$ cat src/hdl/bob_cfg.svh
// Sizing and latency macros for the retirement buffer, included by the package and the RTL.
`ifndef BOB_CFG_SVH
`define BOB_CFG_SVH

// number of buffer slots, a power of two so tags wrap on their own.
`define BOB_COUNT 8

// slot index width.
`define BOB_ADDR_WIDTH 3

// result word width.
`define BOB_DATA_WIDTH 16

// long lane depth in cycles.
`define BOB_LONG_LAT 3

// operand field widths of the instruction word.
`define BOB_OPND_WIDTH 7
`define BOB_IMM_WIDTH 14

`endif

$ cat src/hdl/bob_pkg.sv
// Shared opcode, instruction and word types, imported by the interfaces and RTL modules.
`include "bob_cfg.svh"
`default_nettype none

package bob_pkg;

  typedef logic [`BOB_ADDR_WIDTH-1:0] bob_tag_t; // slot index.
  typedef logic [`BOB_DATA_WIDTH-1:0] bob_word_t; // result word.

  typedef enum logic [1:0] {
    OP_ADD = 2'd0, // a + b, short lane.
    OP_XOR = 2'd1, // a ^ b, short lane.
    OP_LDI = 2'd2, // sign-extended imm, short lane.
    OP_MUL = 2'd3  // a * b, long lane.
  } bob_op_e;

  typedef struct packed {
    bob_op_e                    op;
    logic [`BOB_OPND_WIDTH-1:0] a;
    logic [`BOB_OPND_WIDTH-1:0] b;
  } insn_reg_t;

  typedef struct packed {
    bob_op_e                   op;
    logic [`BOB_IMM_WIDTH-1:0] imm;
  } insn_imm_t;

  // both views put op in the top two bits.
  typedef union packed {
    insn_reg_t r;
    insn_imm_t i;
  } insn_u;

endpackage

`default_nettype wire

$ cat src/hdl/bob_if.sv
// Allocation, dispatch and writeback buses between the buffer's internal blocks.
`include "bob_cfg.svh"
`timescale 1ns/1ps
`default_nettype none

interface bob_alloc_if import bob_pkg::*; ();
  logic     alloc; // one slot per high cycle.
  logic     pop;
  bob_tag_t tail;
  logic     full;
  logic     empty;

  modport decode (output alloc, input tail, input full);
  modport buffer (input alloc, input pop, output tail, output full, output empty);
  modport retire (output pop, input empty);
endinterface

interface bob_dispatch_if import bob_pkg::*; ();
  logic                       valid;
  bob_op_e                    op;
  logic [`BOB_OPND_WIDTH-1:0] a;
  logic [`BOB_OPND_WIDTH-1:0] b;
  logic [`BOB_IMM_WIDTH-1:0]  imm;
  bob_tag_t                   tag;

  modport decode (output valid, output op, output a, output b, output imm, output tag);
  modport execute (input valid, input op, input a, input b, input imm, input tag);
endinterface

interface bob_wb_if import bob_pkg::*; ();
  logic      short_wen;
  bob_tag_t  short_tag;
  bob_word_t short_data;
  logic      long_wen;
  bob_tag_t  long_tag;
  bob_word_t long_data;

  modport execute (output short_wen, output short_tag, output short_data,
                   output long_wen, output long_tag, output long_data);
  modport buffer (input short_wen, input short_tag, input short_data,
                  input long_wen, input long_tag, input long_data);
endinterface

`default_nettype wire

$ cat src/hdl/bob_decode.sv
// Issue stage that allocates a buffer slot for each accepted word and registers the dispatch.
`include "bob_cfg.svh"
`timescale 1ns/1ps
`default_nettype none

module bob_decode
  import bob_pkg::*;
(
  input  logic           clk,
  input  logic           rst,
  input  logic           issue_valid,
  input  insn_u          issue_word,
  bob_alloc_if.decode    alloc,
  bob_dispatch_if.decode disp
);

  logic accept;
  logic use_imm;

  assign accept = issue_valid && !alloc.full; // held words are not taken.
  assign alloc.alloc = accept;

  // immediate form only for OP_LDI.
  assign use_imm = (issue_word.i.op == OP_LDI);

  always_ff @(posedge clk)
  begin
    if (rst)
    begin
      disp.valid <= 1'b0;
    end
    else
    begin
      disp.valid <= accept;
    end
  end

  // payload registers, qualified by disp.valid downstream.
  always_ff @(posedge clk)
  begin
    if (accept)
    begin
      disp.op  <= issue_word.r.op;
      disp.tag <= alloc.tail; // slot allocated on this same edge.
      if (use_imm)
      begin
        disp.a   <= '0;
        disp.b   <= '0;
        disp.imm <= issue_word.i.imm;
      end
      else
      begin
        disp.a   <= issue_word.r.a;
        disp.b   <= issue_word.r.b;
        disp.imm <= '0;
      end
    end
  end

endmodule

`default_nettype wire

$ cat src/hdl/bob_execute.sv
// Short and long execution lanes that write their results back into the buffer by tag.
`include "bob_cfg.svh"
`timescale 1ns/1ps
`default_nettype none

module bob_execute
  import bob_pkg::*;
(
  input  logic            clk,
  input  logic            rst,
  bob_dispatch_if.execute disp,
  bob_wb_if.execute       wb
);

  localparam int PAD_OPND = `BOB_DATA_WIDTH - `BOB_OPND_WIDTH;
  localparam int PAD_IMM  = `BOB_DATA_WIDTH - `BOB_IMM_WIDTH;

  bob_word_t                a_ext;
  bob_word_t                b_ext;
  bob_word_t                imm_ext;
  bob_word_t                short_res;
  logic [`BOB_LONG_LAT-1:0] mul_valid;
  bob_tag_t                 mul_tag [`BOB_LONG_LAT];
  bob_word_t                mul_prod [`BOB_LONG_LAT];

  assign a_ext   = {{PAD_OPND{1'b0}}, disp.a}; // operands are unsigned.
  assign b_ext   = {{PAD_OPND{1'b0}}, disp.b};
  assign imm_ext = {{PAD_IMM{disp.imm[`BOB_IMM_WIDTH-1]}}, disp.imm};

  always_comb
  begin
    case (disp.op)
      OP_ADD:  short_res = a_ext + b_ext;
      OP_XOR:  short_res = a_ext ^ b_ext;
      default: short_res = imm_ext; // OP_MUL never writes here.
    endcase
  end

  always_ff @(posedge clk)
  begin
    if (rst)
    begin
      wb.short_wen <= 1'b0;
      mul_valid    <= '0;
    end
    else
    begin
      wb.short_wen <= disp.valid && (disp.op != OP_MUL);
      mul_valid    <= {mul_valid[`BOB_LONG_LAT-2:0], disp.valid && (disp.op == OP_MUL)};
    end
  end

  // up to BOB_LONG_LAT multiplies in flight, one per stage.
  always_ff @(posedge clk)
  begin
    wb.short_tag  <= disp.tag;
    wb.short_data <= short_res;
    mul_tag[0]    <= disp.tag;
    mul_prod[0]   <= a_ext * b_ext; // 7x7 bits fits the word.
    for (int i = 1; i < `BOB_LONG_LAT; i++)
    begin
      mul_tag[i]  <= mul_tag[i-1];
      mul_prod[i] <= mul_prod[i-1];
    end
  end

  assign wb.long_wen  = mul_valid[`BOB_LONG_LAT-1];
  assign wb.long_tag  = mul_tag[`BOB_LONG_LAT-1];
  assign wb.long_data = mul_prod[`BOB_LONG_LAT-1];

endmodule

`default_nettype wire

$ cat src/hdl/bob_index.sv
// Result and ready storage of the buffer with a registered read address, plus tail and count.
`include "bob_cfg.svh"
`timescale 1ns/1ps
`default_nettype none

module bob_index
  import bob_pkg::*;
(
  input  logic        clk,
  input  logic        rst,
  bob_alloc_if.buffer alloc,
  bob_wb_if.buffer    wb,
  input  bob_tag_t    read_addr,
  output bob_word_t   read_data,
  output logic        read_ready
);

  bob_word_t                data_ram [`BOB_COUNT];
  logic                     ready_ram [`BOB_COUNT];
  bob_tag_t                 read_addr_reg;
  bob_tag_t                 tail;
  logic [`BOB_ADDR_WIDTH:0] count; // one extra bit to hold a full buffer.

  assign read_data  = data_ram[read_addr_reg];
  assign read_ready = ready_ram[read_addr_reg];

  always_ff @(posedge clk)
  begin
    if (rst) read_addr_reg <= '0;
    else read_addr_reg <= read_addr;
  end

  // two lane write ports, tags never collide.
  always_ff @(posedge clk)
  begin
    if (wb.short_wen) data_ram[wb.short_tag] <= wb.short_data;
    if (wb.long_wen) data_ram[wb.long_tag] <= wb.long_data;
  end

  // allocation clears, each lane sets.
  always_ff @(posedge clk)
  begin
    if (alloc.alloc) ready_ram[tail] <= 1'b0;
    if (wb.short_wen) ready_ram[wb.short_tag] <= 1'b1;
    if (wb.long_wen) ready_ram[wb.long_tag] <= 1'b1;
  end

  always_ff @(posedge clk)
  begin
    if (rst)
    begin
      tail  <= '0;
      count <= '0;
    end
    else
    begin
      if (alloc.alloc) tail <= tail + 1'b1; // wraps at BOB_COUNT.
      case ({alloc.alloc, alloc.pop})
        2'b10:   count <= count + 1'b1;
        2'b01:   count <= count - 1'b1;
        default: count <= count;
      endcase
    end
  end

  assign alloc.tail  = tail;
  assign alloc.full  = (count == (`BOB_ADDR_WIDTH+1)'(`BOB_COUNT));
  assign alloc.empty = (count == '0);

endmodule

`default_nettype wire

$ cat src/hdl/bob_retire.sv
// Retire stage that walks the head pointer and emits finished results in program order.
`timescale 1ns/1ps
`default_nettype none

module bob_retire
  import bob_pkg::*;
(
  input  logic        clk,
  input  logic        rst,
  bob_alloc_if.retire alloc,
  output bob_tag_t    read_addr,
  input  bob_word_t   read_data,
  input  logic        read_ready,
  output logic        retire_valid,
  output bob_tag_t    retire_tag,
  output bob_word_t   retire_data
);

  bob_tag_t head;
  bob_tag_t head_next;
  logic     pop;

  // buffer's registered read address tracks head.
  assign pop       = !alloc.empty && read_ready;
  assign head_next = head + 1'b1;
  assign read_addr = pop ? head_next : head; // next head on the popping cycle.
  assign alloc.pop = pop;

  always_ff @(posedge clk)
  begin
    if (rst)
    begin
      head         <= '0;
      retire_valid <= 1'b0;
    end
    else
    begin
      head         <= read_addr;
      retire_valid <= pop;
    end
  end

  // retired payload, valid with retire_valid.
  always_ff @(posedge clk)
  begin
    if (pop)
    begin
      retire_tag  <= head;
      retire_data <= read_data;
    end
  end

endmodule

`default_nettype wire

$ cat src/hdl/bob_top.sv
// Top level of the retirement buffer, joining decode, execute, storage and retire.
`timescale 1ns/1ps
`default_nettype none

module bob_top
  import bob_pkg::*;
(
  input  logic      clk,
  input  logic      rst,
  input  logic      issue_valid,
  input  insn_u     issue_word,
  output logic      issue_ready,
  output logic      retire_valid,
  output bob_tag_t  retire_tag,
  output bob_word_t retire_data
);

  bob_tag_t  read_addr;
  bob_word_t read_data;
  logic      read_ready;

  bob_alloc_if    alloc_bus ();
  bob_dispatch_if disp_bus ();
  bob_wb_if       wb_bus ();

  assign issue_ready = !alloc_bus.full; // stalls only on a full buffer.

  bob_decode decode0 (
    .clk         (clk),
    .rst         (rst),
    .issue_valid (issue_valid),
    .issue_word  (issue_word),
    .alloc       (alloc_bus.decode),
    .disp        (disp_bus.decode)
  );

  bob_execute execute0 (
    .clk  (clk),
    .rst  (rst),
    .disp (disp_bus.execute),
    .wb   (wb_bus.execute)
  );

  bob_index index0 (
    .clk        (clk),
    .rst        (rst),
    .alloc      (alloc_bus.buffer),
    .wb         (wb_bus.buffer),
    .read_addr  (read_addr),
    .read_data  (read_data),
    .read_ready (read_ready)
  );

  bob_retire retire0 (
    .clk          (clk),
    .rst          (rst),
    .alloc        (alloc_bus.retire),
    .read_addr    (read_addr),
    .read_data    (read_data),
    .read_ready   (read_ready),
    .retire_valid (retire_valid),
    .retire_tag   (retire_tag),
    .retire_data  (retire_data)
  );

endmodule

`default_nettype wire

$ cat config.mk
export PLATFORM = sky130hd
export DESIGN_NAME = bob_top
export DESIGN_NICKNAME = d
export VERILOG_FILES = /design/src/hdl/bob_pkg.sv /design/src/hdl/bob_if.sv /design/src/hdl/bob_decode.sv /design/src/hdl/bob_execute.sv /design/src/hdl/bob_index.sv /design/src/hdl/bob_retire.sv /design/src/hdl/bob_top.sv
export VERILOG_INCLUDE_DIRS = /design/src /design/src/hdl
export SDC_FILE = /design/constraint.sdc
export NUM_CORES = 1
export LEC_CHECK = 0
export BUFFER_PORTS_ARGS = -buffer_cell sky130_fd_sc_hd__buf_2
export CORE_MARGIN = 2
export CORE_UTILIZATION = 45
export CTS_BUF_LIST = sky130_fd_sc_hd__clkbuf_8
export DETAILED_ROUTE_END_ITERATION = 12
export PLACE_DENSITY_LB_ADDON = 0.12
export SLEW_MARGIN = 25
export SYNTH_ARGS = -nofsm -noshare
export SYNTH_HDL_FRONTEND = slang
export SYNTH_HIERARCHICAL = 1
export SYNTH_SLANG_ARGS = --single-unit
$ cat constraint.sdc
create_clock -name clk -period 4.9 [get_ports clk]
set_clock_uncertainty 0.1 [all_clocks]
set_input_delay 0.245 -clock clk [delete_from_list [all_inputs] [get_ports clk]]
set_output_delay 0.245 -clock clk [all_outputs]
set_load 0.05 [all_outputs]
* Word level (Yosys, flattened, before mapping)
Memory sizes are Yosys's and may differ from the RTL's. A register that Yosys moved wholly into a read port is not among the register bits.
Index checks and enable logic that the tools add are counted.
W data, S select, Z words.
** Word-level totals
- Register bits after elaboration :: 71
- Memory bits (writable) :: 193
- Logic and storage cells :: 52
- Memories kept :: 4
** Memory list
- index0.data_ram :: depth 8, width 16, rd ports 1, clocked after Yosys merged registers in 1, wr ports 2, RTL line bob_index.sv:18 : bob_word_t data_ram [`BOB_COUNT];
- execute0.mul_prod :: depth 3, width 16, rd ports 3, clocked after Yosys merged registers in 0, wr ports 3, RTL line bob_execute.sv:24 : bob_word_t mul_prod [`BOB_LONG_LAT];
- execute0.mul_tag :: depth 3, width 3, rd ports 3, clocked after Yosys merged registers in 0, wr ports 3, RTL line bob_execute.sv:23 : bob_tag_t mul_tag [`BOB_LONG_LAT];
- index0.ready_ram :: depth 8, width 1, rd ports 1, clocked after Yosys merged registers in 1, wr ports 3, RTL line bob_index.sv:19 : logic ready_ram [`BOB_COUNT];
** Cells by class
- $add $sub $neg :: 5
- Multiply operators :: 1
- Eq/ne operators :: 7
- Multiplexer cells :: 10
- Bitwise operators :: 1
- Reduce and logical (&&, ||, !) cells :: 9
** Operators with widths (number)
- $pmux W16 S2 :: 1
- $mul A7 B7 Y14 :: 1
- $add A7 B7 Y8 :: 1
- $pmux W4 S2 :: 1
- $xor A7 B7 Y7 :: 1
- $add A3 B1 Y3 const B :: 2
- $eq A2 B2 Y1 const B :: 3
- $mux W1 :: 6
- $mux W3 :: 2
- $add A4 B1 Y4 const B :: 1
- $eq A2 B1 Y1 const B :: 2
- $eq A4 B4 Y1 const B :: 1
- $logic_and A1 B1 Y1 :: 4
- $logic_not A4 Y1 :: 1
- $sub A4 B1 Y4 const B :: 1
- $logic_not A1 Y1 :: 2
- $logic_not A2 Y1 :: 1
- $ne A2 B2 Y1 const B :: 1
- $reduce_bool A2 Y1 :: 1

* Longest topological paths before layout
Gate-level depths: netlist (run 1).
- Word-level depth :: 5
- Gate-level depth with buffers :: 15
- Mapped depth without buffers :: 15

* Hierarchy
Netlist (run 1), hierarchy kept.
** By module, submodules not included
- bob_index :: times used 1, cells an instance 433, area an instance 7527.2 sq um
- bob_execute :: times used 1, cells an instance 326, area an instance 3544.6 sq um
- bob_decode :: times used 1, cells an instance 68, area an instance 1223.7 sq um
- bob_retire :: times used 1, cells an instance 34, area an instance 750.7 sq um
- bob_top :: times used 1, cells an instance 1, area an instance 3.8 sq um

* Worst setup path after synthesis (run 1)
Ideal clock, no wire load.
- Kind :: register to register
- From :: register decode0.disp.a[3]
- To :: memory execute0/mul_prod[0][13] (netlist bit)
- Data arrival time :: 4037 ps
- Data required time :: 4728 ps
- Setup slack :: 691 ps
- Stages on the path, launching flop included :: 16
- Clock period less this slack :: 4209 ps
- Cell sequence :: edfxtp_1 > ha_1 > fa_1 > inv_1 > fa_1 > inv_1 > fa_1 > inv_1 > fa_1 > inv_1 > ha_1 > nand3_2 > o2111ai_2 > nand2_2 > o31ai_2 > xnor2_1
** RTL lines
- from (decl) :: RTL line bob_if.sv:26 : modport decode (output valid, output op, output a, output b, output imm, output tag);
- to (decl) :: RTL line bob_execute.sv:24

==> flow_summary.toml, run 1 <==
[setup_path]
crit_type = "flop to flop"
crit_required_ns = 5.27
critPathMaxFanout = 7
crit_chain = "ha_1 -> fa_1 -> inv_1 -> fa_1 -> inv_1 -> fa_1 -> inv_1 -> fa_1 -> inv_1 -> ha_1 -> nand3_2 -> o2111ai_2 -> nand2_2 -> o31ai_2 -> xnor2_1"
cp-start-kind = "flop"
cp_slowest_cell = "fa_1"
slowest_delay_ns = 0.55
cp_data_arrival_time_ns = 4.85
worst_setup_path_end_kind = "flop"

[sta]
setup-violations-final = 0
finalWorstSetupSlack_ns = 0.422
whs_ns = 0.212
relSlewSlack_pct = 33.2
max_freq_ghz = 0.223
worst-slew-pin-transition_ns = 0.998
slew_viol_final = 0
timing.final.crit_period_ns = 4.48
setup_tns_ns = 0
hold_viol_final = 0
post-route-period-util_pct = 91.4
rsz0062_at_grt = "no"

[status]
status = "complete, no violations"

[finish]
num_antenna_cells = 0
nNetsFinal = 1016
fin_area_sq_um = 14600
layout.cells.non_filler = 1349
final_cell_mix = "180 x edfxtp_1, 139 x mux2_2, 91 x dfxtp_1"
final_common_cell = "edfxtp_1"
synthToLayoutAreaGrowth_pct = 11.7
drive_gt1_share_pct = 33.4

[placed_design]
dp_slack_ns = 0.421
numPortBuffers = 39
dp_hpwl_microns = 17500
globalplace.congestion = 0.815
place_area_sq_um = 13400
dp_cells = 1247

[logic_synthesis]
synth_edf_count = 180
synthCells = 862
avgSynthCellArea_sq_um = 15.1
synthFlopType = "edfxtp_1"
synth_cell_types = 65
async_reset_ff_share_pct = 0
ys_seq_elements = 272
ys_warn_count = 6
seq_area_frac_synth_pct = 55.5
synth.cell_area_sq_um = 13100

[floorplanning]
die_area_sq_um = 30400
die_w_microns = 174
rows = 62
core_area_sq_um = 28600
pin_count = 40
die_h_microns = 174
start_util_pct = 45.6

[clock_tree]
clk_pin_slew_worst_paths_ns = 0.06
h-tree-depth = 2
clock-sinks = 272
clk_latency_ns = 0.55
clk_path_buf_depth = 3
cts-root-buf = "clkbuf_8"
cts-buffers-inserted = 46
post_cts_buffers = 0
cts_tree = "done"

[routing]
drt_iter0_drc = 380
drt_pre_antenna_iters = 4
wl_per_cell_microns = 20.4
drc = 0
antenna_left = 0
drt-vias-per-instance = 5.27
vias = 7107
wirelength_microns = 27600

[grt]
antenna_found_initial = 0
track_usage_pct = 18.7
grt_pass1_wl_microns = 43400
first_global_vias = 7733
grt_overflow = 0
grt_max_degree = 44

[pwr]
ir_drop_mv = 0.186
powerDensity_nw_per_um2 = 384
leakage_nw = 5.70

[job]
maxCapViolCount = 0

[hold_path]
hp-class = "flop to flop"
==> worst paths after layout <==
| path | start | to | slack, ns | cells past startpoint |
|---|---|---|---|---|
| worst max-delay path | decode0/disp.a[3] | execute0/mul_prod[0][13] | 0.42 | 15 |
| worst min-delay path | execute0/mul_prod[0][22] | execute0/mul_prod[0][38] | 0.21 | 0 |
| worst max register to register | decode0/disp.a[3] | execute0/mul_prod[0][13] | 0.42 | 15 |
| worst min register to register | execute0/mul_prod[0][22] | execute0/mul_prod[0][38] | 0.21 | 0 |
==> metrics by stage <==
stage	power, W	util (%)
after floorplan	0.00344	-
after global placement	0.00356	46.9
after detailed placement	0.00358	47.0
after CTS	0.00566	50.9
after global routing	0.00586	50.9
final	0.00559	50.9
==> power by group <==
| part | internal (W) | switching, W | total [W] |
|---|---|---|---|
| clock network | 0.00116 | 0.000893 | 0.00205 |
| registers | 0.00267 | 0.000189 | 0.00285 |
| logic | 0.000343 | 0.000346 | 0.000689 |
| total | 0.00417 | 0.00143 | 0.00559 |
==> logic make-up (layout without fill, tap and decap cells) <==
kind of cell,Yosys count,in the layout,share of synthesized area (%)
AO/OA/AOI/OAI,59,59,3.15
flip-flops,272,272,55.5
AND/OR/NAND/NOR,166,166,7.97
buffers and inverters,87,189,4.22
XOR/XNOR,21,21,1.41
multiplexers,187,187,19.6
adder cells (fa/ha/maj),69,69,8.05
other,1,2,0.0287
==> cell type report <==
class	instances	area [sq um]
inverters	31	116
clock buffers	57	785
well taps	384	480
repair buffers	73	493
flip-flops and latches	272	7250
fillers	2410	14100
multi-input cells	504	5280
clock inverters	28	174
==> registers in the layout (all words and copies together) (netlist names), named ones only <==
register / flops
index0/ready_ram: 8
execute0/mul_valid: 3
retire0/head: 3
decode0/disp.imm: 14
decode0/disp.a: 7
decode0/disp.valid: 1
execute0/wb.short_data: 14
retire0/retire_data: 16
retire0/retire_tag: 3
decode0/disp.b: 7
index0/data_ram: 128
execute0/mul_tag: 9
decode0/disp.tag: 3
index0/count: 4
decode0/disp.op: 2
index0/alloc.tail: 3
execute0/wb.short_wen: 1
execute0/mul_prod: 42
retire0/retire_valid: 1
==> routing by layer <==
layer	vias up	GRT usage, %	part of all wire (%)
met2	150	32.5	50
met5	-	0	0
met4	0	5.92	2.2
met3	57	2.71	3.6
met1	3603	24.1	44
li1	3297	-	-
==> synth_stat cells, types with 2 or more instances <==
library cell  count  area share [%]
nor3b_1           4            0.23
o21bai_1          5            0.29
mux4_2           24             4.1
fa_1             25             3.8
nor3_4            2            0.25
clkbuf_1          7            0.20
nand2b_1         10            0.48
mux2_2          139              12
mux2_4           11             1.3
o21ai_1           4            0.15
dfxtp_1          92              14
buf_6             7            0.60
a21oi_1          12            0.46
nand4b_1          2            0.13
clkbuf_8          4            0.42
o41ai_1           2            0.13
a21o_1            9            0.52
xnor2_1          11            0.74
nor3b_4           2            0.29
inv_1            31            0.89
nor2_1           21            0.60
o31a_1            2            0.13
mux2i_1           3            0.23
edfxtp_1        180              41
nand2_1          26            0.75
buf_2             8            0.31
nor2b_1          13            0.62
a211oi_1          2            0.12
nand3_1           4            0.15
ha_1             44             4.2
nand4b_2          3            0.35
buf_4            28             1.6
mux4_1            9             1.8
xor2_1           10            0.67
or3b_2            2            0.13
and2_1           63             3.0
o21ai_0          11            0.42
nand2b_4          2            0.21
a31o_2            2            0.13
==> timing repair <==
action / CTS / global route
endpoints found under the hold margin: 45 / 0
hold buffers: 17 / 0
resized for setup: 0 / 0
==> worst max-delay path, delay by kind of cell, from the launching register on <==
family / cells / cell delay, ns
flip-flops: 1 / 0.47
adder cells (fa/ha/maj): 6 / 2.79
AND/OR/NAND/NOR: 2 / 0.22
buffers and inverters: 4 / 0.19
XOR/XNOR: 1 / 0.14
AO/OA/AOI/OAI: 2 / 0.49
Note: power is estimated with default switching activity, not from simulation.
==> inputs of run 2 (changes only) <==
- REMOVE_ABC_BUFFERS: not set -> 1
==> flow_summary.toml, run 2 (synthesis gave the netlist of run 1 again) <==
[routing]
drt_pre_antenna_iters = 5
drt-vias-per-instance = 5.24
drt_iter0_drc = 398
antenna_left = 0
drc = 0
vias = 7058
wl_per_cell_microns = 20.9
wirelength_microns = 28100

[placed_design]
numPortBuffers = 39
dp_slack_ns = 0.359
dp_hpwl_microns = 17700
globalplace.congestion = 0.776

[hold_path]
worstHoldPathCells = 0
holdPathEnd = "execute0/mul_prod[0][17]"
worstHoldStart = "execute0/mul_prod[0][3]"
hp-class = "flop to flop"

[setup_path]
r2r_cells = 15
r2r-end = "execute0/mul_prod[0][13]"
cp_data_arrival_time_ns = 4.89
reg2reg_slack_ns = 0.37
cp_slowest_cell = "fa_1"
rr_startpoint = "decode0/disp.a[3]"
crit_required_ns = 5.26
crit_chain = "ha_1 -> fa_1 -> inv_1 -> fa_1 -> inv_1 -> fa_1 -> inv_1 -> fa_1 -> inv_1 -> ha_1 -> nand3_2 -> o2111ai_2 -> nand2_2 -> o31ai_2 -> xnor2_1"
slowest_delay_ns = 0.58
crit_type = "flop to flop"
cp-start-kind = "flop"
critPathMaxFanout = 7
cpLargestDelayFamily = "adder cells"
worst_setup_path_end_kind = "flop"
path_buf_inv = 4

[finish]
nNetsFinal = 1016
final_common_cell = "edfxtp_1"
final_cell_mix = "180 x edfxtp_1, 139 x mux2_2, 91 x dfxtp_1"
synthToLayoutAreaGrowth_pct = 11.6
drive_gt1_share_pct = 33.2
regMostFlops = "index0/data_ram"
reg_top3 = "index0/data_ram (128), execute0/mul_prod (42), retire0/retire_data (16)"
seq_area_sq_um = 7250
num_antenna_cells = 0
largest_reg_flops = 128
multi_input_area_sq_um = 5270
nFillCells = 2402

[sta]
rsz0062_at_grt = "no"
max_freq_ghz = 0.221
worst-slew-pin-transition_ns = 0.946
slew_viol_final = 0
relSlewSlack_pct = 36.7
setup_tns_ns = 0
hold_viol_final = 0
finalWorstSetupSlack_ns = 0.368
timing.final.crit_period_ns = 4.53
setup-violations-final = 0
post-route-period-util_pct = 92.5

[clock_tree]
clock-sinks = 272
cts-buffers-inserted = 46
clk_latency_ns = 0.55
clk_path_buf_depth = 3
cts_tree = "done"
clk_pin_slew_worst_paths_ns = 0.06
cts-root-buf = "clkbuf_8"
h-tree-depth = 2
cts_resized = 0

[pwr]
p_total_w = 0.00561
leakage_nw = 5.69
ir_drop_mv = 0.176
powerDensity_nw_per_um2 = 385

[grt]
grt_overflow = 0
track_usage_pct = 18.8
antenna_found_initial = 0
grt_pass1_wl_microns = 43400
grt_max_degree = 44
first_global_vias = 7562

[floorplanning]
pin_count = 40
die_h_microns = 174
rows = 62
die_w_microns = 174
core_area_sq_um = 28600
die_area_sq_um = 30400
start_util_pct = 45.6

[status]
status = "complete, no violations"

[job]
maxCapViolCount = 0
## run 2: cell types whose count changed in the layout (fill, tap and decap cells not counted), sizes merged
cell and change:
clkbuf +1, clkinvlp -1, inv -2
## run 2: layout make-up
| type | count | area share, % |
|---|---|---|
| clock buffers | 58 | 5.48 |
| well taps | 384 | 3.30 |
| clock inverters | 25 | 1.07 |
| repair buffers | 73 | 3.39 |
| inverters | 31 | 0.799 |
| flip-flops and latches | 272 | 49.8 |
| multi-input cells | 504 | 36.2 |
## run 2: worst max path at each step
| stage | startpoint | end | slack [ns] | cells past startpoint |
|---|---|---|---|---|
| final | decode0/disp.a[3] | execute0/mul_prod[0][13] | 0.37 | 15 |
| after global routing | decode0/disp.a[3] | execute0/mul_prod[0][10] | 0.16 | 15 |
| after CTS | decode0/disp.a[3] | execute0/mul_prod[0][13] | 0.35 | 15 |
| after detailed placement | decode0/disp.a[3] | execute0/mul_prod[0][13] | 0.36 | 15 |
| after global placement | decode0/disp.a[3] | execute0/mul_prod[0][13] | 0.48 | 15 |
| after floorplan | flop | index0/count[2] | 0.56 | 11 |
## run 2: routing by layer
| metal | vias up | GRT usage [%] | share of wire [%] |
|---|---|---|---|
| li1 | 3292 | - | - |
| met1 | 3575 | 24.3 | 45 |
| met2 | 145 | 32.7 | 50 |
| met3 | 46 | 3.06 | 3.8 |
| met4 | 0 | 5.36 | 1.9 |
| met5 | - | 0 | 0 |
## run 2: where the power goes
group	switching (W)	total (W)	leakage [nW]	internal (W)
clock	0.000886	0.00205	0.561	0.00117
sequential	0.000191	0.00286	2.44	0.00267
combinational	0.000349	0.000695	2.69	0.000345
total	0.00143	0.00561	5.69	0.00418
## run 2: stage by stage
step,hold slack [ns],utilization [%],cell area (sq um),instances
3_5_place_dp,0.212,46.9,13400,1247
5_1_grt,0.233,50.9,14600,1347
4_1_cts,0.214,50.9,14600,1347
3_3_place_gp,0.211,46.9,13400,1247
2_1_floorplan,0.209,-,12600,807
6_report,0.208,50.9,14600,1347
## run 2: worst reg2reg max path: stages, from the launching register on
cell and delay, ns:
edfxtp_1 0.48, ha_1 0.33, fa_1 0.58, inv_1 0.06
fa_1 0.47, inv_1 0.05, fa_1 0.52, inv_1 0.05
fa_1 0.53, inv_1 0.04, ha_1 0.38, nand3_2 0.11
o2111ai_2 0.26, nand2_2 0.11, o31ai_2 0.25, xnor2_1 0.15
## run 2: timing repair
item / 4_1_cts / 5_1_grt
endpoints found under the hold margin: 42 / 0
hold buffers: 17 / 0
setup buffers: 0 / 0
==> inputs of run 3 (changes only) <==
- PLACE_DENSITY: not set -> 0.65
- PLACE_DENSITY_LB_ADDON: 0.12 -> not set
==> flow_summary.toml, run 3 (synthesis gave the netlist of run 1 again) <==
[clock_tree]
cts-buffers-inserted = 46
cts_tree = "done"
cts-root-buf = "clkbuf_8"
clk_path_buf_depth = 3
clock-sinks = 272
cts_resized = 0
clk_latency_ns = 0.55
clk_pin_slew_worst_paths_ns = 0.06
h-tree-depth = 2

[finish]
final_cell_mix = "180 x edfxtp_1, 139 x mux2_2, 91 x dfxtp_1"
final_common_cell = "edfxtp_1"
nFillCells = 2435
largest_reg_flops = 128
synthToLayoutAreaGrowth_pct = 11.0
regMostFlops = "index0/data_ram"
reg_top3 = "index0/data_ram (128), execute0/mul_prod (42), retire0/retire_data (16)"
nNetsFinal = 1014
drive_gt1_share_pct = 33.4
layout.cells.non_filler = 1347
fin_area_sq_um = 14500
num_antenna_cells = 0

[setup_path]
cp-start-kind = "flop"
critPathMaxFanout = 7
crit_required_ns = 5.27
crit_type = "flop to flop"
worst_setup_path_end_kind = "flop"
cp_data_arrival_time_ns = 4.85
reg2reg_slack_ns = 0.42

[pwr]
intPower_w = 0.00400
ir_drop_mv = 0.189
powerDensity_nw_per_um2 = 373
seq_power_share_pct = 52.8
swShare_pct = 26.0
leakage_nw = 5.67
power.switching_w = 0.00140
comb_power_share_pct = 12.6
power_frac_clock_pct = 34.6

[hold_path]
hp-class = "flop to flop"

[sta]
slew_viol_final = 0
rsz0062_at_grt = "no"
timing.final.crit_period_ns = 4.48
hold_viol_final = 0
setup_tns_ns = 0
worst-slew-pin-transition_ns = 0.911
setup-violations-final = 0
max_freq_ghz = 0.223
relSlewSlack_pct = 39.1
post-route-period-util_pct = 91.5

[job]
maxCapViolCount = 0

[routing]
met2_length_microns = 12200
routed.top_layer = "met4"
drt_pre_antenna_iters = 5
vias = 6990
wl_per_cell_microns = 19.0
drt-vias-per-instance = 5.19
antenna_left = 0
drt_iter0_drc = 469
wl_met3_microns = 1350
drc = 0
wl_met1_microns = 11600
wirelength_microns = 25600

[floorplanning]
die_area_sq_um = 30400
rows = 62
die_w_microns = 174
core_area_sq_um = 28600
pin_count = 40
start_util_pct = 45.6
die_h_microns = 174

[placed_design]
dp_hpwl_microns = 15900
numPortBuffers = 39
place_area_sq_um = 13400
globalplace.congestion = 0.809
dp_cells = 1245

[grt]
grt_overflow = 0
track_usage_pct = 17.1
antenna_found_initial = 2
grt_max_degree = 44
grt_pass1_wl_microns = 39900
first_global_vias = 7135

[status]
status = "complete, no violations"
[run 3: cell count changes in the layout (fill, tap and decap cells not counted)]
cell        change
buf_4           -3
buf_6           +1
bufinv_16       -2
clkbuf_8        -5
clkinv_1        -1
clkinv_2        +6
clkinvlp_4      +1
inv_1           +3
inv_6           -1
inv_8           +1
o21ai_1         -4
o21ai_2         +4
[run 3: path summary, 6_finish.rpt]
path                                         startpoint                        to  cells past startpoint
worst max-delay path                  decode0/disp.a[3]  execute0/mul_prod[0][13]                     15
worst min-delay path            execute0/mul_prod[0][9]  execute0/mul_prod[0][23]                      0
worst max register to register        decode0/disp.a[3]  execute0/mul_prod[0][13]                     15
worst min register to register  execute0/mul_prod[0][9]  execute0/mul_prod[0][23]                      0
[run 3: power by group through the flow]
stage          registers [W]  clock network, W  logic (W)
2_1_floorplan        0.00285                 0   0.000520
3_5_place_dp         0.00290                 0   0.000670
3_3_place_gp         0.00289                 0   0.000666
4_1_cts              0.00285           0.00193   0.000690
5_1_grt              0.00288           0.00203   0.000777
6_report             0.00285           0.00187   0.000682
[run 3: stage by stage]
stage | total power (W) | worst slack (ns) | hold slack, ns | utilization, %
2_1_floorplan | 0.00336 | 0.562 | 0.209 | -
3_3_place_gp | 0.00356 | 0.539 | 0.211 | 46.9
3_5_place_dp | 0.00357 | 0.429 | 0.212 | 47.0
4_1_cts | 0.00547 | 0.422 | 0.223 | 50.6
5_1_grt | 0.00569 | 0.189 | 0.230 | 50.6
6_report | 0.00540 | 0.416 | 0.223 | 50.6
[run 3: what timing repair did]
action                                 CTS  global route
hold buffers                            17             0
buffers inserted                         0             0
endpoints found under the hold margin   44             0
[run 3: per-layer routing]
layer	track usage, %	vias to the layer above
li1	-	3303
met1	23.3	3455
met2	28.0	204
met3	3.22	28
met4	4.94	0
met5	0	-
[run 3: layout make-up]
class	instances	area, sq um	area share [%]
Clock buffer	53	729	5.04
Clock inverter	32	143	0.985
Inverter	31	116	0.803
Multi-Input combinational cell	504	5290	36.5
Sequential cell	272	7250	50.0
Tap cell	384	480	3.32
Timing Repair Buffer	71	482	3.33
[run 3: worst max-delay path, cell delays in order, from the launching register on]
cell and delay (ns):
edfxtp_1 0.48, ha_1 0.34, fa_1 0.56, inv_1 0.05, fa_1 0.47, inv_1 0.05, fa_1 0.52, inv_1 0.05
fa_1 0.52, inv_1 0.04, ha_1 0.37, nand3_2 0.10, o2111ai_2 0.25, nand2_2 0.10, o31ai_2 0.24, xnor2_1 0.14
